===== src/rtl/board_pkg.sv =====
/*
  Shared constants for the arcade board input path.
  Joystick words carry the four directions in the low bits, then the
  buttons, start, coin and pause at positions that depend on the
  number of game buttons.
  Status field positions follow the front-end menu layout.
*/
package board_pkg;

    // Widths and counts
    parameter int PLAYERS     = 4;
    parameter int BOARD_JOY_W = 16;
    parameter int GAME_JOY_W  = 10;
    parameter int DIR_W       = 4;
    parameter int GFX_LAYERS  = 4;

    // Direction bits inside every joystick word
    parameter int DIR_RIGHT = 0;
    parameter int DIR_LEFT  = 1;
    parameter int DIR_DOWN  = 2;
    parameter int DIR_UP    = 3;

    // Status word fields
    parameter int ST_ROTATE      = 2;
    parameter int ST_FLIP        = 3;
    // Two-bit effects level starts here
    parameter int ST_FXLEVEL_LSB = 4;
    parameter int ST_TEST        = 6;
    parameter int ST_OSD_PAUSE   = 7;
    parameter int ST_FM_OFF      = 8;
    parameter int ST_PSG_OFF     = 9;

    // Core mode bits
    parameter int CM_4WAY = 1;

endpackage


===== src/rtl/board_cfg_if.sv =====
/*
  Decoded settings from the settings block to the input logic.
  All signals are registered levels on clk_sys with no handshake.
*/
interface board_cfg_if;

    // Vertical screen rotation on
    logic rot_control;
    // Screen flip, swaps the rotation direction
    logic flip;
    // Four-way joystick filtering on
    logic en4way;
    // Pause requested from the on-screen menu
    logic osd_pause;

    modport cfg_src (
        output rot_control,
        output flip,
        output en4way,
        output osd_pause
    );

    modport joy_sink (
        input rot_control,
        input flip,
        input en4way
    );

    modport panel_sink (
        input osd_pause
    );

endinterface


===== src/rtl/board_inputs.sv =====
/*
  Player input and settings path of the arcade board wrapper.
  Single clock domain, synchronous active-high reset.
  Key inputs are decoded keyboard levels on clk_sys.
  Game joystick, coin and start outputs are undefined until the first
  clock after reset.
*/
module board_inputs #(
    parameter int BUTTONS                = 2,
    parameter bit GAME_INPUTS_ACTIVE_LOW = 1'b1
) (
    input  logic                              clk_sys,
    input  logic                              rst,
    input  logic [31:0]                       status,
    input  logic [6:0]                        core_mod,
    input  logic                              downloading,
    input  logic [board_pkg::BOARD_JOY_W-1:0] board_joystick1,
    input  logic [board_pkg::BOARD_JOY_W-1:0] board_joystick2,
    input  logic [board_pkg::BOARD_JOY_W-1:0] board_joystick3,
    input  logic [board_pkg::BOARD_JOY_W-1:0] board_joystick4,
    input  logic [1:0]                        db_coin,
    input  logic [1:0]                        db_start,
    // Keyboard levels
    input  logic [board_pkg::GAME_JOY_W-1:0]  key_joy1,
    input  logic [board_pkg::GAME_JOY_W-1:0]  key_joy2,
    input  logic [board_pkg::GAME_JOY_W-1:0]  key_joy3,
    input  logic [board_pkg::PLAYERS-1:0]     key_coin,
    input  logic [board_pkg::PLAYERS-1:0]     key_start,
    input  logic                              key_test,
    input  logic                              key_pause,
    input  logic                              key_reset,
    input  logic [board_pkg::GFX_LAYERS-1:0]  key_gfx,
    input  logic                              key_service,
    // Game side
    output logic [board_pkg::GAME_JOY_W-1:0]  game_joystick1,
    output logic [board_pkg::GAME_JOY_W-1:0]  game_joystick2,
    output logic [board_pkg::GAME_JOY_W-1:0]  game_joystick3,
    output logic [board_pkg::GAME_JOY_W-1:0]  game_joystick4,
    output logic [board_pkg::PLAYERS-1:0]     game_coin,
    output logic [board_pkg::PLAYERS-1:0]     game_start,
    output logic                              game_service,
    output logic                              dip_test,
    output logic                              dip_pause,
    output logic [1:0]                        dip_fxlevel,
    output logic                              enable_fm,
    output logic                              enable_psg,
    output logic                              soft_rst,
    output logic [board_pkg::GFX_LAYERS-1:0]  gfx_en
);

    logic game_pause;
    logic joy_pause;

    board_cfg_if i_cfg ();

    dip_config i_dip_config (
        .clk_sys     (clk_sys),
        .rst         (rst),
        .status      (status),
        .core_mod    (core_mod),
        .key_test    (key_test),
        .game_pause  (game_pause),
        .cfg         (i_cfg),
        .dip_test    (dip_test),
        .dip_pause   (dip_pause),
        .dip_fxlevel (dip_fxlevel),
        .enable_fm   (enable_fm),
        .enable_psg  (enable_psg)
    );

    joy_mapper #(
        .BUTTONS                (BUTTONS),
        .GAME_INPUTS_ACTIVE_LOW (GAME_INPUTS_ACTIVE_LOW)
    ) i_joy_mapper (
        .clk_sys         (clk_sys),
        .rst             (rst),
        .board_joystick1 (board_joystick1),
        .board_joystick2 (board_joystick2),
        .board_joystick3 (board_joystick3),
        .board_joystick4 (board_joystick4),
        .key_joy1        (key_joy1),
        .key_joy2        (key_joy2),
        .key_joy3        (key_joy3),
        .db_coin         (db_coin),
        .db_start        (db_start),
        .key_coin        (key_coin),
        .key_start       (key_start),
        .cfg             (i_cfg),
        .game_joystick1  (game_joystick1),
        .game_joystick2  (game_joystick2),
        .game_joystick3  (game_joystick3),
        .game_joystick4  (game_joystick4),
        .game_coin       (game_coin),
        .game_start      (game_start),
        .joy_pause       (joy_pause)
    );

    front_panel_ctrl #(
        .GAME_INPUTS_ACTIVE_LOW (GAME_INPUTS_ACTIVE_LOW)
    ) i_front_panel_ctrl (
        .clk_sys      (clk_sys),
        .rst          (rst),
        .downloading  (downloading),
        .key_pause    (key_pause),
        .key_reset    (key_reset),
        .key_gfx      (key_gfx),
        .key_service  (key_service),
        .joy_pause    (joy_pause),
        .cfg          (i_cfg),
        .game_pause   (game_pause),
        .soft_rst     (soft_rst),
        .gfx_en       (gfx_en),
        .game_service (game_service)
    );

endmodule


===== src/rtl/dip_config.sv =====
/*
  Settings decoder for the 32-bit status word and the core mode bits.
  Every output is registered, one cycle behind its source bit.
  After reset the game runs unpaused with both sound chips enabled.
*/
module dip_config (
    input  logic        clk_sys,
    input  logic        rst,
    input  logic [31:0] status,
    input  logic [6:0]  core_mod,
    input  logic        key_test,
    input  logic        game_pause,
    board_cfg_if.cfg_src cfg,
    output logic        dip_test,
    output logic        dip_pause,
    output logic [1:0]  dip_fxlevel,
    output logic        enable_fm,
    output logic        enable_psg
);

    always_ff @(posedge clk_sys) begin
        if (rst) begin
            cfg.rot_control <= 1'b0;
            cfg.flip        <= 1'b0;
            cfg.en4way      <= 1'b0;
            cfg.osd_pause   <= 1'b0;
            dip_test        <= 1'b0;
            dip_pause       <= 1'b1;
            dip_fxlevel     <= 2'd0;
            enable_fm       <= 1'b1;
            enable_psg      <= 1'b1;
        end else begin
            // Settings seen by the joystick and front-panel logic
            cfg.rot_control <= status[board_pkg::ST_ROTATE];
            cfg.flip        <= status[board_pkg::ST_FLIP];
            cfg.en4way      <= core_mod[board_pkg::CM_4WAY];
            cfg.osd_pause   <= status[board_pkg::ST_OSD_PAUSE];

            // Test mode from the menu or from the keyboard
            dip_test    <= status[board_pkg::ST_TEST] | key_test;
            // Game side expects pause active low
            dip_pause   <= ~game_pause;
            dip_fxlevel <= status[board_pkg::ST_FXLEVEL_LSB +: 2];

            // Menu bits disable, outputs enable
            enable_fm  <= ~status[board_pkg::ST_FM_OFF];
            enable_psg <= ~status[board_pkg::ST_PSG_OFF];
        end
    end

endmodule


===== src/rtl/front_panel_ctrl.sv =====
/*
  Front-panel controls: pause toggle, soft reset pulse, graphics
  layer toggles and the service line.
  Key inputs must already be synchronous to clk_sys.
  A menu pause change overrides a key toggle in the same cycle, and
  ROM download holds the game unpaused.
*/
module front_panel_ctrl #(
    parameter bit GAME_INPUTS_ACTIVE_LOW = 1'b1
) (
    input  logic                             clk_sys,
    input  logic                             rst,
    input  logic                             downloading,
    input  logic                             key_pause,
    input  logic                             key_reset,
    input  logic [board_pkg::GFX_LAYERS-1:0] key_gfx,
    input  logic                             key_service,
    input  logic                             joy_pause,
    board_cfg_if.panel_sink                  cfg,
    output logic                             game_pause,
    output logic                             soft_rst,
    output logic [board_pkg::GFX_LAYERS-1:0] gfx_en,
    output logic                             game_service
);

    // Previous levels for edge detection
    logic                             last_pause;
    logic                             last_joy_pause;
    logic                             last_osd_pause;
    logic                             last_reset;
    logic [board_pkg::GFX_LAYERS-1:0] last_gfx;

    logic pause_edge;
    logic osd_change;

    assign pause_edge = (key_pause & ~last_pause) | (joy_pause & ~last_joy_pause);
    assign osd_change = cfg.osd_pause ^ last_osd_pause;

    always_ff @(posedge clk_sys) begin
        if (rst) begin
            last_pause     <= 1'b0;
            last_joy_pause <= 1'b0;
            last_osd_pause <= 1'b0;
            last_reset     <= 1'b0;
            last_gfx       <= '0;
            game_pause     <= 1'b0;
            soft_rst       <= 1'b0;
            gfx_en         <= '1;
            game_service   <= GAME_INPUTS_ACTIVE_LOW;
        end else begin
            last_pause     <= key_pause;
            last_joy_pause <= joy_pause;
            last_osd_pause <= cfg.osd_pause;
            last_reset     <= key_reset;
            last_gfx       <= key_gfx;

            // Single cycle pulse per key press
            soft_rst <= key_reset & ~last_reset;
            gfx_en   <= gfx_en ^ (key_gfx & ~last_gfx);

            game_service <= key_service ^ GAME_INPUTS_ACTIVE_LOW;

            if (downloading) begin
                game_pause <= 1'b0;
            end else if (osd_change) begin
                // Menu setting wins over a key press
                game_pause <= cfg.osd_pause;
            end else if (pause_edge) begin
                game_pause <= ~game_pause;
            end
        end
    end

endmodule


===== src/rtl/joy_4way.sv =====
/*
  Eight-way to four-way direction filter for one joystick.
  Output is registered, one cycle behind the input.
  When disabled the directions pass unchanged. When enabled a held
  direction is kept and a new one picks the highest pressed bit.
*/
module joy_4way (
    input  logic                        clk_sys,
    input  logic                        rst,
    input  logic                        enable,
    input  logic [board_pkg::DIR_W-1:0] joy8way,
    output logic [board_pkg::DIR_W-1:0] joy4way
);

    // Current output direction that is still pressed
    logic [board_pkg::DIR_W-1:0] held;
    // Highest-numbered pressed direction, one-hot
    logic [board_pkg::DIR_W-1:0] top_dir;

    assign held = joy4way & joy8way;

    always_comb begin
        top_dir = '0;
        for (int i = 0; i < board_pkg::DIR_W; i++) begin
            if (joy8way[i]) begin
                top_dir    = '0;
                top_dir[i] = 1'b1;
            end
        end
    end

    always_ff @(posedge clk_sys) begin
        if (rst) begin
            joy4way <= '0;
        end else if (!enable) begin
            joy4way <= joy8way;
        end else if (|held) begin
            // Stick stays on the direction it already reports
            joy4way <= held;
        end else begin
            // Zero when nothing is pressed
            joy4way <= top_dir;
        end
    end

endmodule


===== src/rtl/joy_mapper.sv =====
/*
  Joystick path for four players.
  Buttons take two cycles to reach the game outputs, directions take
  three because they pass the four-way filter first.
  Key words are levels from the keyboard decoder and are not synchronized.
  Player four has no key word. Game outputs are undefined until the first
  clock after reset.
*/
module joy_mapper #(
    parameter int BUTTONS                = 2,
    parameter bit GAME_INPUTS_ACTIVE_LOW = 1'b1
) (
    input  logic                              clk_sys,
    input  logic                              rst,
    input  logic [board_pkg::BOARD_JOY_W-1:0] board_joystick1,
    input  logic [board_pkg::BOARD_JOY_W-1:0] board_joystick2,
    input  logic [board_pkg::BOARD_JOY_W-1:0] board_joystick3,
    input  logic [board_pkg::BOARD_JOY_W-1:0] board_joystick4,
    input  logic [board_pkg::GAME_JOY_W-1:0]  key_joy1,
    input  logic [board_pkg::GAME_JOY_W-1:0]  key_joy2,
    input  logic [board_pkg::GAME_JOY_W-1:0]  key_joy3,
    input  logic [1:0]                        db_coin,
    input  logic [1:0]                        db_start,
    input  logic [board_pkg::PLAYERS-1:0]     key_coin,
    input  logic [board_pkg::PLAYERS-1:0]     key_start,
    board_cfg_if.joy_sink                     cfg,
    output logic [board_pkg::GAME_JOY_W-1:0]  game_joystick1,
    output logic [board_pkg::GAME_JOY_W-1:0]  game_joystick2,
    output logic [board_pkg::GAME_JOY_W-1:0]  game_joystick3,
    output logic [board_pkg::GAME_JOY_W-1:0]  game_joystick4,
    output logic [board_pkg::PLAYERS-1:0]     game_coin,
    output logic [board_pkg::PLAYERS-1:0]     game_start,
    output logic                              joy_pause
);

    // Start, coin and pause sit right above the game buttons
    localparam int START_BIT = 6 + BUTTONS - 2;
    localparam int COIN_BIT  = START_BIT + 1;
    localparam int PAUSE_BIT = COIN_BIT + 1;

    logic [board_pkg::BOARD_JOY_W-1:0] board_joy [board_pkg::PLAYERS];
    logic [board_pkg::GAME_JOY_W-1:0]  key_joy   [board_pkg::PLAYERS];
    logic [board_pkg::DIR_W-1:0]       joy_dir   [board_pkg::PLAYERS];
    logic [board_pkg::BOARD_JOY_W-1:0] joy_sync  [board_pkg::PLAYERS];
    logic [board_pkg::GAME_JOY_W-1:0]  game_joy  [board_pkg::PLAYERS];
    logic [board_pkg::PLAYERS-1:0]     sync_coin;
    logic [board_pkg::PLAYERS-1:0]     sync_start;

    // Directions swapped for vertical screens
    function automatic logic [board_pkg::GAME_JOY_W-1:0] apply_rotation(
        input logic [board_pkg::GAME_JOY_W-1:0] joy_in,
        input logic                             rot,
        input logic                             flip
    );
        logic [board_pkg::GAME_JOY_W-1:0] joy_out;
        joy_out = joy_in;
        if (rot && flip) begin
            joy_out[board_pkg::DIR_UP]    = joy_in[board_pkg::DIR_RIGHT];
            joy_out[board_pkg::DIR_DOWN]  = joy_in[board_pkg::DIR_LEFT];
            joy_out[board_pkg::DIR_LEFT]  = joy_in[board_pkg::DIR_UP];
            joy_out[board_pkg::DIR_RIGHT] = joy_in[board_pkg::DIR_DOWN];
        end else if (rot) begin
            joy_out[board_pkg::DIR_UP]    = joy_in[board_pkg::DIR_LEFT];
            joy_out[board_pkg::DIR_DOWN]  = joy_in[board_pkg::DIR_RIGHT];
            joy_out[board_pkg::DIR_LEFT]  = joy_in[board_pkg::DIR_DOWN];
            joy_out[board_pkg::DIR_RIGHT] = joy_in[board_pkg::DIR_UP];
        end
        return joy_out;
    endfunction

    assign board_joy[0] = board_joystick1;
    assign board_joy[1] = board_joystick2;
    assign board_joy[2] = board_joystick3;
    assign board_joy[3] = board_joystick4;
    assign key_joy[0]   = key_joy1;
    assign key_joy[1]   = key_joy2;
    assign key_joy[2]   = key_joy3;
    assign key_joy[3]   = '0;

    for (genvar g = 0; g < board_pkg::PLAYERS; g++) begin : g_player
        joy_4way i_joy_4way (
            .clk_sys (clk_sys),
            .rst     (rst),
            .enable  (cfg.en4way),
            .joy8way (board_joy[g][board_pkg::DIR_W-1:0]),
            .joy4way (joy_dir[g])
        );

        // Buttons synchronized here, directions come from the filter register
        always_ff @(posedge clk_sys) begin
            joy_sync[g] <= {board_joy[g][board_pkg::BOARD_JOY_W-1:board_pkg::DIR_W], joy_dir[g]};
            game_joy[g] <= {board_pkg::GAME_JOY_W{GAME_INPUTS_ACTIVE_LOW}} ^
                apply_rotation(joy_sync[g][board_pkg::GAME_JOY_W-1:0] | key_joy[g],
                               cfg.rot_control, cfg.flip);
        end

        assign sync_coin[g]  = joy_sync[g][COIN_BIT];
        assign sync_start[g] = joy_sync[g][START_BIT];
    end

    // Debounced cabinet buttons exist for players one and two only
    always_ff @(posedge clk_sys) begin
        game_coin  <= {board_pkg::PLAYERS{GAME_INPUTS_ACTIVE_LOW}} ^
            (sync_coin | key_coin | {{(board_pkg::PLAYERS - 2){1'b0}}, db_coin});
        game_start <= {board_pkg::PLAYERS{GAME_INPUTS_ACTIVE_LOW}} ^
            (sync_start | key_start | {{(board_pkg::PLAYERS - 2){1'b0}}, db_start});
    end

    assign game_joystick1 = game_joy[0];
    assign game_joystick2 = game_joy[1];
    assign game_joystick3 = game_joy[2];
    assign game_joystick4 = game_joy[3];

    assign joy_pause = joy_sync[0][PAUSE_BIT] | joy_sync[1][PAUSE_BIT];

endmodule


===== config.mk =====
export PLATFORM = sky130hd
export DESIGN_NAME = board_inputs
export DESIGN_NICKNAME = d
export VERILOG_FILES = /design/src/rtl/board_pkg.sv /design/src/rtl/board_cfg_if.sv /design/src/rtl/board_inputs.sv /design/src/rtl/dip_config.sv /design/src/rtl/front_panel_ctrl.sv /design/src/rtl/joy_4way.sv /design/src/rtl/joy_mapper.sv
export SDC_FILE = /design/constraint.sdc
export NUM_CORES = 1
export LEC_CHECK = 0
export BUFFER_PORTS_ARGS = -buffer_cell sky130_fd_sc_hd__buf_2
export CAP_MARGIN = 20
export CORE_MARGIN = 2
export CORE_UTILIZATION = 39
export DETAILED_ROUTE_END_ITERATION = 8
export PLACE_DENSITY = 0.74
export SKIP_LAST_GASP = 1
export SYNTH_ARGS = -nofsm -noshare
export SYNTH_HDL_FRONTEND = slang
export SYNTH_SLANG_ARGS = --single-unit

===== constraint.sdc =====
create_clock -name clk_sys -period 1.1 [get_ports clk_sys]
set_input_delay 0.055 -clock clk_sys [delete_from_list [all_inputs] [get_ports clk_sys]]
set_output_delay 0.055 -clock clk_sys [all_outputs]
set_load 0.005 [all_outputs]

==> results of run 1 <==
-- power by group through the flow --
stage          registers, mW  clock network, mW  logic, mW
2_1_floorplan           5.19                  0      0.332
3_3_place_gp            5.17                  0      0.785
3_5_place_dp            5.18                  0      0.815
4_1_cts                 5.08               5.38       1.13
5_1_grt                 5.12               5.60       1.30
6_report                5.09               5.28       1.19
-- worst paths after layout --
kind | startpoint | endpoint | slack (ns) | cells past startpoint
hold reg to reg | i_joy_mapper.joy_sync[3][4]$_DFF_P_ | i_joy_mapper.game_joy[3][4]$_DFF_P_ | 0.36 | 1
setup / recovery | i_joy_mapper.g_player[1].i_joy_4way.joy4way[0]$_SDFF_PP0_ | i_joy_mapper.g_player[1].i_joy_4way.joy4way[3]$_SDFF_PP0_ | -0.1 | 4
hold / removal | rst | i_front_panel_ctrl.game_pause$_SDFFE_PP0P_ | 0.06 | 4
setup reg to reg | i_joy_mapper.g_player[1].i_joy_4way.joy4way[0]$_SDFF_PP0_ | i_joy_mapper.g_player[1].i_joy_4way.joy4way[3]$_SDFF_PP0_ | -0.1 | 4
-- metrics by stage --
| stage | setup WS [ns] | cell area (um^2) |
|---|---|---|
| final | -0.09995 | 6570 |
| after global routing | -0.1497 | 6570 |
| after CTS | -0.05568 | 6525 |
| after detailed placement | -0.1023 | 4820 |
| after global placement | -0.02744 | 4820 |
| after floorplan | -0.005154 | 3744 |
-- layer usage --
metal / up-vias / routed length [um]
met5: - / 0
li1: 1761 / -
met1: 1609 / 3754
met2: 129 / 5531
met4: 0 / 165
met3: 19 / 595
-- critical path, cell delays in order, from the launching register on --
cell      delay (ns)
dfxtp_2         0.32
a222oi_1        0.46
buf_4           0.19
a21oi_2         0.04
nor3_1          0.11
-- placed cells by master, fill, tap and decap left out, drive strengths merged, types with 2 or more instances in the layout --
master       synthesis  routed
buf                  4     178
xnor2                4       4
clkinvlp             0       2
nor3b               16      16
nor2                55      55
dlygate4sd3          0     112
mux2i                4       4
o21ai                5       5
a222oi               4       4
inv                 10      11
a21oi               37      37
bufinv               0       2
dfxtp              129     129
clkbuf               7      20
nor3                24      24
nor2b               19      19
clkinv               0       7
nand2                8       8
nand2b              20      20
-- cell families after synthesis --
group / Yosys count / share of synthesized area [%]
AO/OA/AOI/OAI: 48 / 7.186
XOR/XNOR: 4 / 0.9357
buffers and inverters: 21 / 2.240
flip-flops: 129 / 68.98
multiplexers: 4 / 1.070
AND/OR/NAND/NOR: 144 / 19.59
-- state kept, by name, summed over array words and instances, names as in the netlist, 2 cells and up --
signal,cells
i_dip_config.dip_fxlevel,2
i_front_panel_ctrl.gfx_en,4
i_front_panel_ctrl.last_gfx,4
i_joy_mapper.g_player.i_joy_4way.joy4way,16
i_joy_mapper.game_coin,4
i_joy_mapper.game_joy,40
i_joy_mapper.game_start,4
i_joy_mapper.joy_sync,40
-- layout make-up --
| cell class | count | area, um^2 |
|---|---|---|
| sequential | 129 | 2586 |
| timing repair buffer | 290 | 2105 |
| multi-input combinational | 200 | 1111 |
| clock inverter | 12 | 133.9 |
| clock buffer | 20 | 435.4 |
| inverter | 10 | 37.54 |
| fill | 652 | 2714 |
| tap | 129 | 161.4 |
-- what timing repair did --
item | CTS | global route
setup endpoints to repair | 12 | 14
pin swaps | 4 | 5
buffers inserted | 2 | 1
endpoints found under the hold margin | 102 | 2
resized for setup | 0 | 11
hold buffers | 112 | 2
==> flow_metrics.py, run 1 <==
metrics = {
    "run_status": {
        "outcome": "complete, but fails checks",
        "violations": "setup timing",
    },
    "floorplanning": {
        "die_area_um2": 10400,
        "die_y_um": 102.0,
        "dieWidth_um": 102.0,
        "start_util_pct": 40.32,
        "row_count": 35,
        "num_io_pins": 216,
        "core_um2": 9284,
    },
    "cells_and_area": {
        "antenna_cells": 0,
        "fin_cells": 790,
        "syn_to_final_growth_pct": 75.50,
        "drive_above_1_share_pct": 33.13,
        "utilization_pct": 70.77,
        "nets": 804,
    },
    "sta": {
        "hold_viol": 0,
        "finalSetupViolations": 8,
        "setup_slack_ns": -0.09995,
        "period_needed_ns": 1.200,
        "drv_slew": 0,
        "rsz0062_at_grt": "true",
        "fmax_ghz": 0.8334,
        "worstMarginPinSlew_ns": 0.4468,
        "relSlewSlack_pct": 70.21,
        "hold_slack_ns": 0.05857,
        "fin_setup_tns_ns": -0.3260,
        "period_share_pct": 109.1,
        "worst_clock_skew_ns": 0.005597,
    },
    "placed_design": {
        "place_hpwl_um": 5543,
        "dp.cells": 643,
        "gp_congestion": 0.8354,
        "io_buffers": 161,
    },
    "global_routing": {
        "antenna_found_initial": 0,
        "grt_use_met2_pct": 36.54,
        "busiest_layer": "met2",
        "grt_remaining_overflow": 0,
        "grt_pass1_wl_um": 15740,
        "grt_pass1_vias": 3621,
        "met3_usage_pct": 6.498,
        "use_met1_pct": 19.80,
        "grtUsageTotal_pct": 19.48,
        "grt_max_degree": 33,
    },
    "yosys": {
        "synth_nets": 506,
        "synthTopCellsByArea": "dfxtp_1 69%, nor2_1 5.5%, a21oi_1 4.9%",
        "synth_top_area_share_pct": 68.98,
        "synth-main-ff-cell": "dfxtp_1",
        "syn_avg_cell_area_um2": 10.70,
        "synthTopCellsByCount": "129 x dfxtp_1, 55 x nor2_1, 37 x a21oi_1, 24 x nor3_1, 20 x nand2b_1",
        "synth_most_common_cell": "dfxtp_1",
        "synth_cell_type_count": 20,
        "seq_area_frac_synth_pct": 68.98,
        "async_reset_ff_share_pct": 0,
        "yosys_warnings": 0,
        "synth_area_um2": 3744,
        "ys_ff_latch": 129,
        "synth-edff-count": 0,
        "netlist_instances": 350,
        "synth_top_cell_by_area": "dfxtp_1",
    },
    "power_and_ir_drop": {
        "ir_drop_uv": 1040,
        "p_comb_share_pct": 10.3,
        "power_density_nw_per_um2": 1760,
        "p_sw_share_pct": 22.20,
        "pwr-share-clk_pct": 45.7,
        "leakagePower_nw": 2.996,
        "sequentialPowerShare_pct": 44.0,
        "power_switching_mw": 2.566,
        "finalPower_mw": 11.56,
        "power.internal_mw": 8.995,
    },
    "cts": {
        "cts_max_level": 4,
        "cts_tree": "done",
        "cts_buffers": 17,
        "cts_buffer_depth": 2,
        "cts.root.buffer_cell": "clkbuf_8",
        "clkTransAtPathRegs_ns": 0.06,
        "cts.sinks": 129,
        "clk-insertion-delay-late_ns": 0.49,
    },
    "critical_path": {
        "endpoint_kind": "flip-flop",
        "start_kind": "flip-flop",
        "cp_max_fo": 3,
        "criticalPathCategory": "reg2reg",
        "critPathRequiredTime_ns": 1.52,
        "crit_arrival_ns": 1.62,
    },
    "detailed_routing": {
        "drt_pre_antenna_iters": 4,
        "drt_iter0_markers": 97,
        "routedWlPerCell_um": 12.72,
        "vias": 3518,
        "ant_nets": 0,
        "drt-vias-per-instance": 4.453,
        "drc": 0,
        "wl_um": 10050,
    },
    "min_path": {
        "hold_path_class": "in2reg",
    },
    "job": {
        "maxCapViolations": 0,
    },
}
(Power assumes the default switching activity.)
==> inputs of run 2 (changes only) <==
--- a/config.mk
+++ b/config.mk
@@ -14,4 +14,5 @@
 export SKIP_LAST_GASP = 1
 export SYNTH_ARGS = -nofsm -noshare
 export SYNTH_HDL_FRONTEND = slang
+export SYNTH_HIERARCHICAL = 1
 export SYNTH_SLANG_ARGS = --single-unit
==> run 2 against run 1 <==
  * Power increased by 2.6%
  * The flow still finishes with violations (setup timing)
  * Sequential share of layout area increased by 0.83 points
  * Maximum frequency decreased by 13%
  * Global-route usage increased by 0.44 points
  * Critical path type unchanged
  * Flip-flop and latch count unchanged
==> flow_metrics.py, run 2 <==
metrics = {
    "cts": {
        "cts_tree": "done",
        "clk-insertion-delay-late_ns": 0.51,
        "cts.root.buffer_cell": "clkbuf_8",
        "clkTransAtPathRegs_ns": 0.06,
        "cts_buffer_depth": 2,
        "post_cts_buffers": 0,
        "cts_buffers": 17,
        "cts.sinks": 129,
        "cts_max_level": 4,
    },
    "critical_path": {
        "path_cells": "or2_4 > nor2b_4 > or3_1 > a31oi_1 > nor3_1",
        "critPathMaxStageDelay_ns": 0.33,
        "slowest_stage": "dfxtp_2",
        "start_kind": "flip-flop",
        "endpoint_kind": "flip-flop",
        "cp_max_fo": 2,
        "crit_arrival_ns": 1.76,
        "criticalPathCategory": "reg2reg",
        "critPathRequiredTime_ns": 1.48,
    },
    "cells_and_area": {
        "drive_above_1_share_pct": 36.71,
        "design_area_um2": 6441,
        "reg.largest.list": "i_joy_mapper/game_joy (40), i_joy_mapper/joy_sync (40), i_joy_mapper/g_player.i_joy_4way/joy4way (16)",
        "fill_cells": 669,
        "layout_commonest_cell": "buf_2",
        "antenna_cells": 0,
        "syn_to_final_growth_pct": 72.52,
        "nets": 745,
        "fin_cells": 731,
        "final_cell_mix": "161 x buf_2, 124 x dfxtp_1, 108 x dlygate4sd3_1",
    },
    "yosys": {
        "synth-xor-area-share_pct": 0.9383,
        "synth_top_family_by_area": "simple AND/OR/NAND/NOR gates",
        "synth_nets": 456,
        "synth_cell_type_count": 27,
        "synth-edff-count": 0,
        "synth-main-ff-cell": "dfxtp_1",
        "synth_most_common_cell": "dfxtp_1",
        "synth_top_cell_by_area": "dfxtp_1",
        "async_reset_ff_share_pct": 0,
        "netlist_instances": 300,
        "synth_area_um2": 3734,
        "synthTopCellsByArea": "dfxtp_1 69%, nor2b_1 3.9%, o311a_1 3.2%",
        "yosys_warnings": 6,
        "seq_area_frac_synth_pct": 69.17,
        "synth_compound_area_share_pct": 10.72,
        "synthTopCellsByCount": "129 x dfxtp_1, 31 x nor2_1, 23 x nor2b_1, 21 x nor3_1, 14 x inv_1",
        "synth_top_area_share_pct": 69.17,
        "ys_ff_latch": 129,
        "synth-simple-area-share_pct": 14.08,
        "syn_avg_cell_area_um2": 12.45,
        "synth.mux.area_fraction_pct": 2.279,
        "synthAdderAreaFrac_pct": 0,
    },
    "placed_design": {
        "dp.cells": 591,
        "place_hpwl_um": 5846,
        "gp_congestion": 0.8652,
        "io_buffers": 161,
        "dpl-instance-area_um2": 4703,
    },
    "global_routing": {
        "grt_remaining_overflow": 0,
        "grtUsageTotal_pct": 19.93,
        "antenna_found_initial": 0,
        "grt_pass1_vias": 3504,
        "grt_max_degree": 22,
        "grt_pass1_wl_um": 15680,
    },
    "detailed_routing": {
        "drt_iter0_markers": 104,
        "drt-vias-per-instance": 4.653,
        "wl_um": 10690,
        "vias": 3401,
        "ant_nets": 0,
        "drc": 0,
        "drt_pre_antenna_iters": 8,
        "routedWlPerCell_um": 14.63,
    },
    "power_and_ir_drop": {
        "ir_drop_uv": 1171,
        "finalPower_mw": 11.86,
        "leakagePower_nw": 2.978,
        "power_density_nw_per_um2": 1841,
    },
    "sta": {
        "hold_slack_ns": 0.02841,
        "finalSetupViolations": 2,
        "fmax_ghz": 0.7249,
        "rsz0062_at_grt": "true",
        "period_share_pct": 125.4,
        "period_needed_ns": 1.379,
        "relSlewSlack_pct": 73.11,
        "hold_viol": 0,
        "drv_slew": 0,
        "worstMarginPinSlew_ns": 0.4033,
        "setup_slack_ns": -0.2795,
        "worst_clock_skew_ns": 0.01693,
    },
    "job": {
        "maxCapViolations": 0,
    },
    "floorplanning": {
        "die_y_um": 101.8,
        "die_area_um2": 10370,
        "row_count": 35,
        "core_um2": 9284,
        "start_util_pct": 40.22,
        "dieWidth_um": 101.8,
        "num_io_pins": 216,
    },
    "run_status": {
        "violations": "setup timing",
        "outcome": "complete, but fails checks",
    },
    "min_path": {
        "hold_path_class": "in2reg",
    },
}
run 2: cell type report:
| cell class | count | area [um^2] | area share (%) |
|---|---|---|---|
| Inverter | 14 | 52.55 | 0.8159 |
| Timing Repair Buffer | 276 | 1943 | 30.17 |
| Tap cell | 129 | 161.4 | 2.506 |
| Clock inverter | 13 | 176.4 | 2.739 |
| Multi-Input combinational cell | 151 | 1087 | 16.88 |
| Clock buffer | 19 | 431.7 | 6.702 |
| Sequential cell | 129 | 2589 | 40.19 |
run 2: cells by family (layout without fill, tap and decap cells):
logic type      Yosys count  count (layout)
compound gates           43              43
xor+xnor                  4               4
buf+inv                  20             322
flops                   129             129
mux                       8               8
simple gates             96              96
run 2: final timing paths:
path	from	to	slack, ns	cells past startpoint
worst max register to register	i_joy_mapper/joy_sync[0][8]$_DFF_P_	i_front_panel_ctrl/game_pause$_SDFFE_PP0P_	-0.28	5
worst min-delay path	rst	i_front_panel_ctrl/game_pause$_SDFFE_PP0P_	0.03	2
worst max-delay path	i_joy_mapper/joy_sync[0][8]$_DFF_P_	i_front_panel_ctrl/game_pause$_SDFFE_PP0P_	-0.28	5
worst min register to register	i_joy_mapper/g_player[3].i_joy_4way/joy4way[3]$_SDFF_PP0_	i_joy_mapper/joy_sync[3][3]$_DFF_P_	0.35	0
run 2: stage by stage:
step                setup TNS, ns  util, %  setup slack (ns)
finish                    -0.2799    69.38           -0.2795
global route              -0.3498    69.38           -0.3272
CTS                       -0.3019    69.11           -0.2666
detailed placement        -0.3013    50.66           -0.2975
global placement          -0.2747    50.66           -0.2747
floorplan                 -0.2428        -           -0.2428
run 2: routing by layer:
| metal | part of all wire, % | track usage [%] | vias to the layer above |
|---|---|---|---|
| li1 | - | - | 1639 |
| met1 | 37 | 18.88 | 1590 |
| met2 | 53 | 36.79 | 154 |
| met3 | 7.7 | 8.482 | 18 |
| met4 | 2.0 | 9.641 | 0 |
| met5 | 0 | 0 | - |
run 2: power breakdown:
group          internal [mW]  leakage, nW  switching (mW)  total (mW)
combinational          0.681         1.61           0.406        1.09
sequential              4.97         1.08           0.132        5.10
clock                   3.56        0.288            2.11        5.67
run 2: timing repair:
| item | 4_1_cts | 5_1_grt |
|---|---|---|
| gates resized for setup | 6 | 8 |
| hold buffers | 108 | 2 |
| hold endpoints to repair | 102 | 2 |
| endpoints found under the setup margin | 6 | 15 |
| pin swaps | 3 | 1 |
run 2: critical path: cells and delay by family (launching register included):
family / cells / cell delay [ns]
flops: 1 / 0.33
simple gates: 4 / 0.75
compound gates: 1 / 0.17
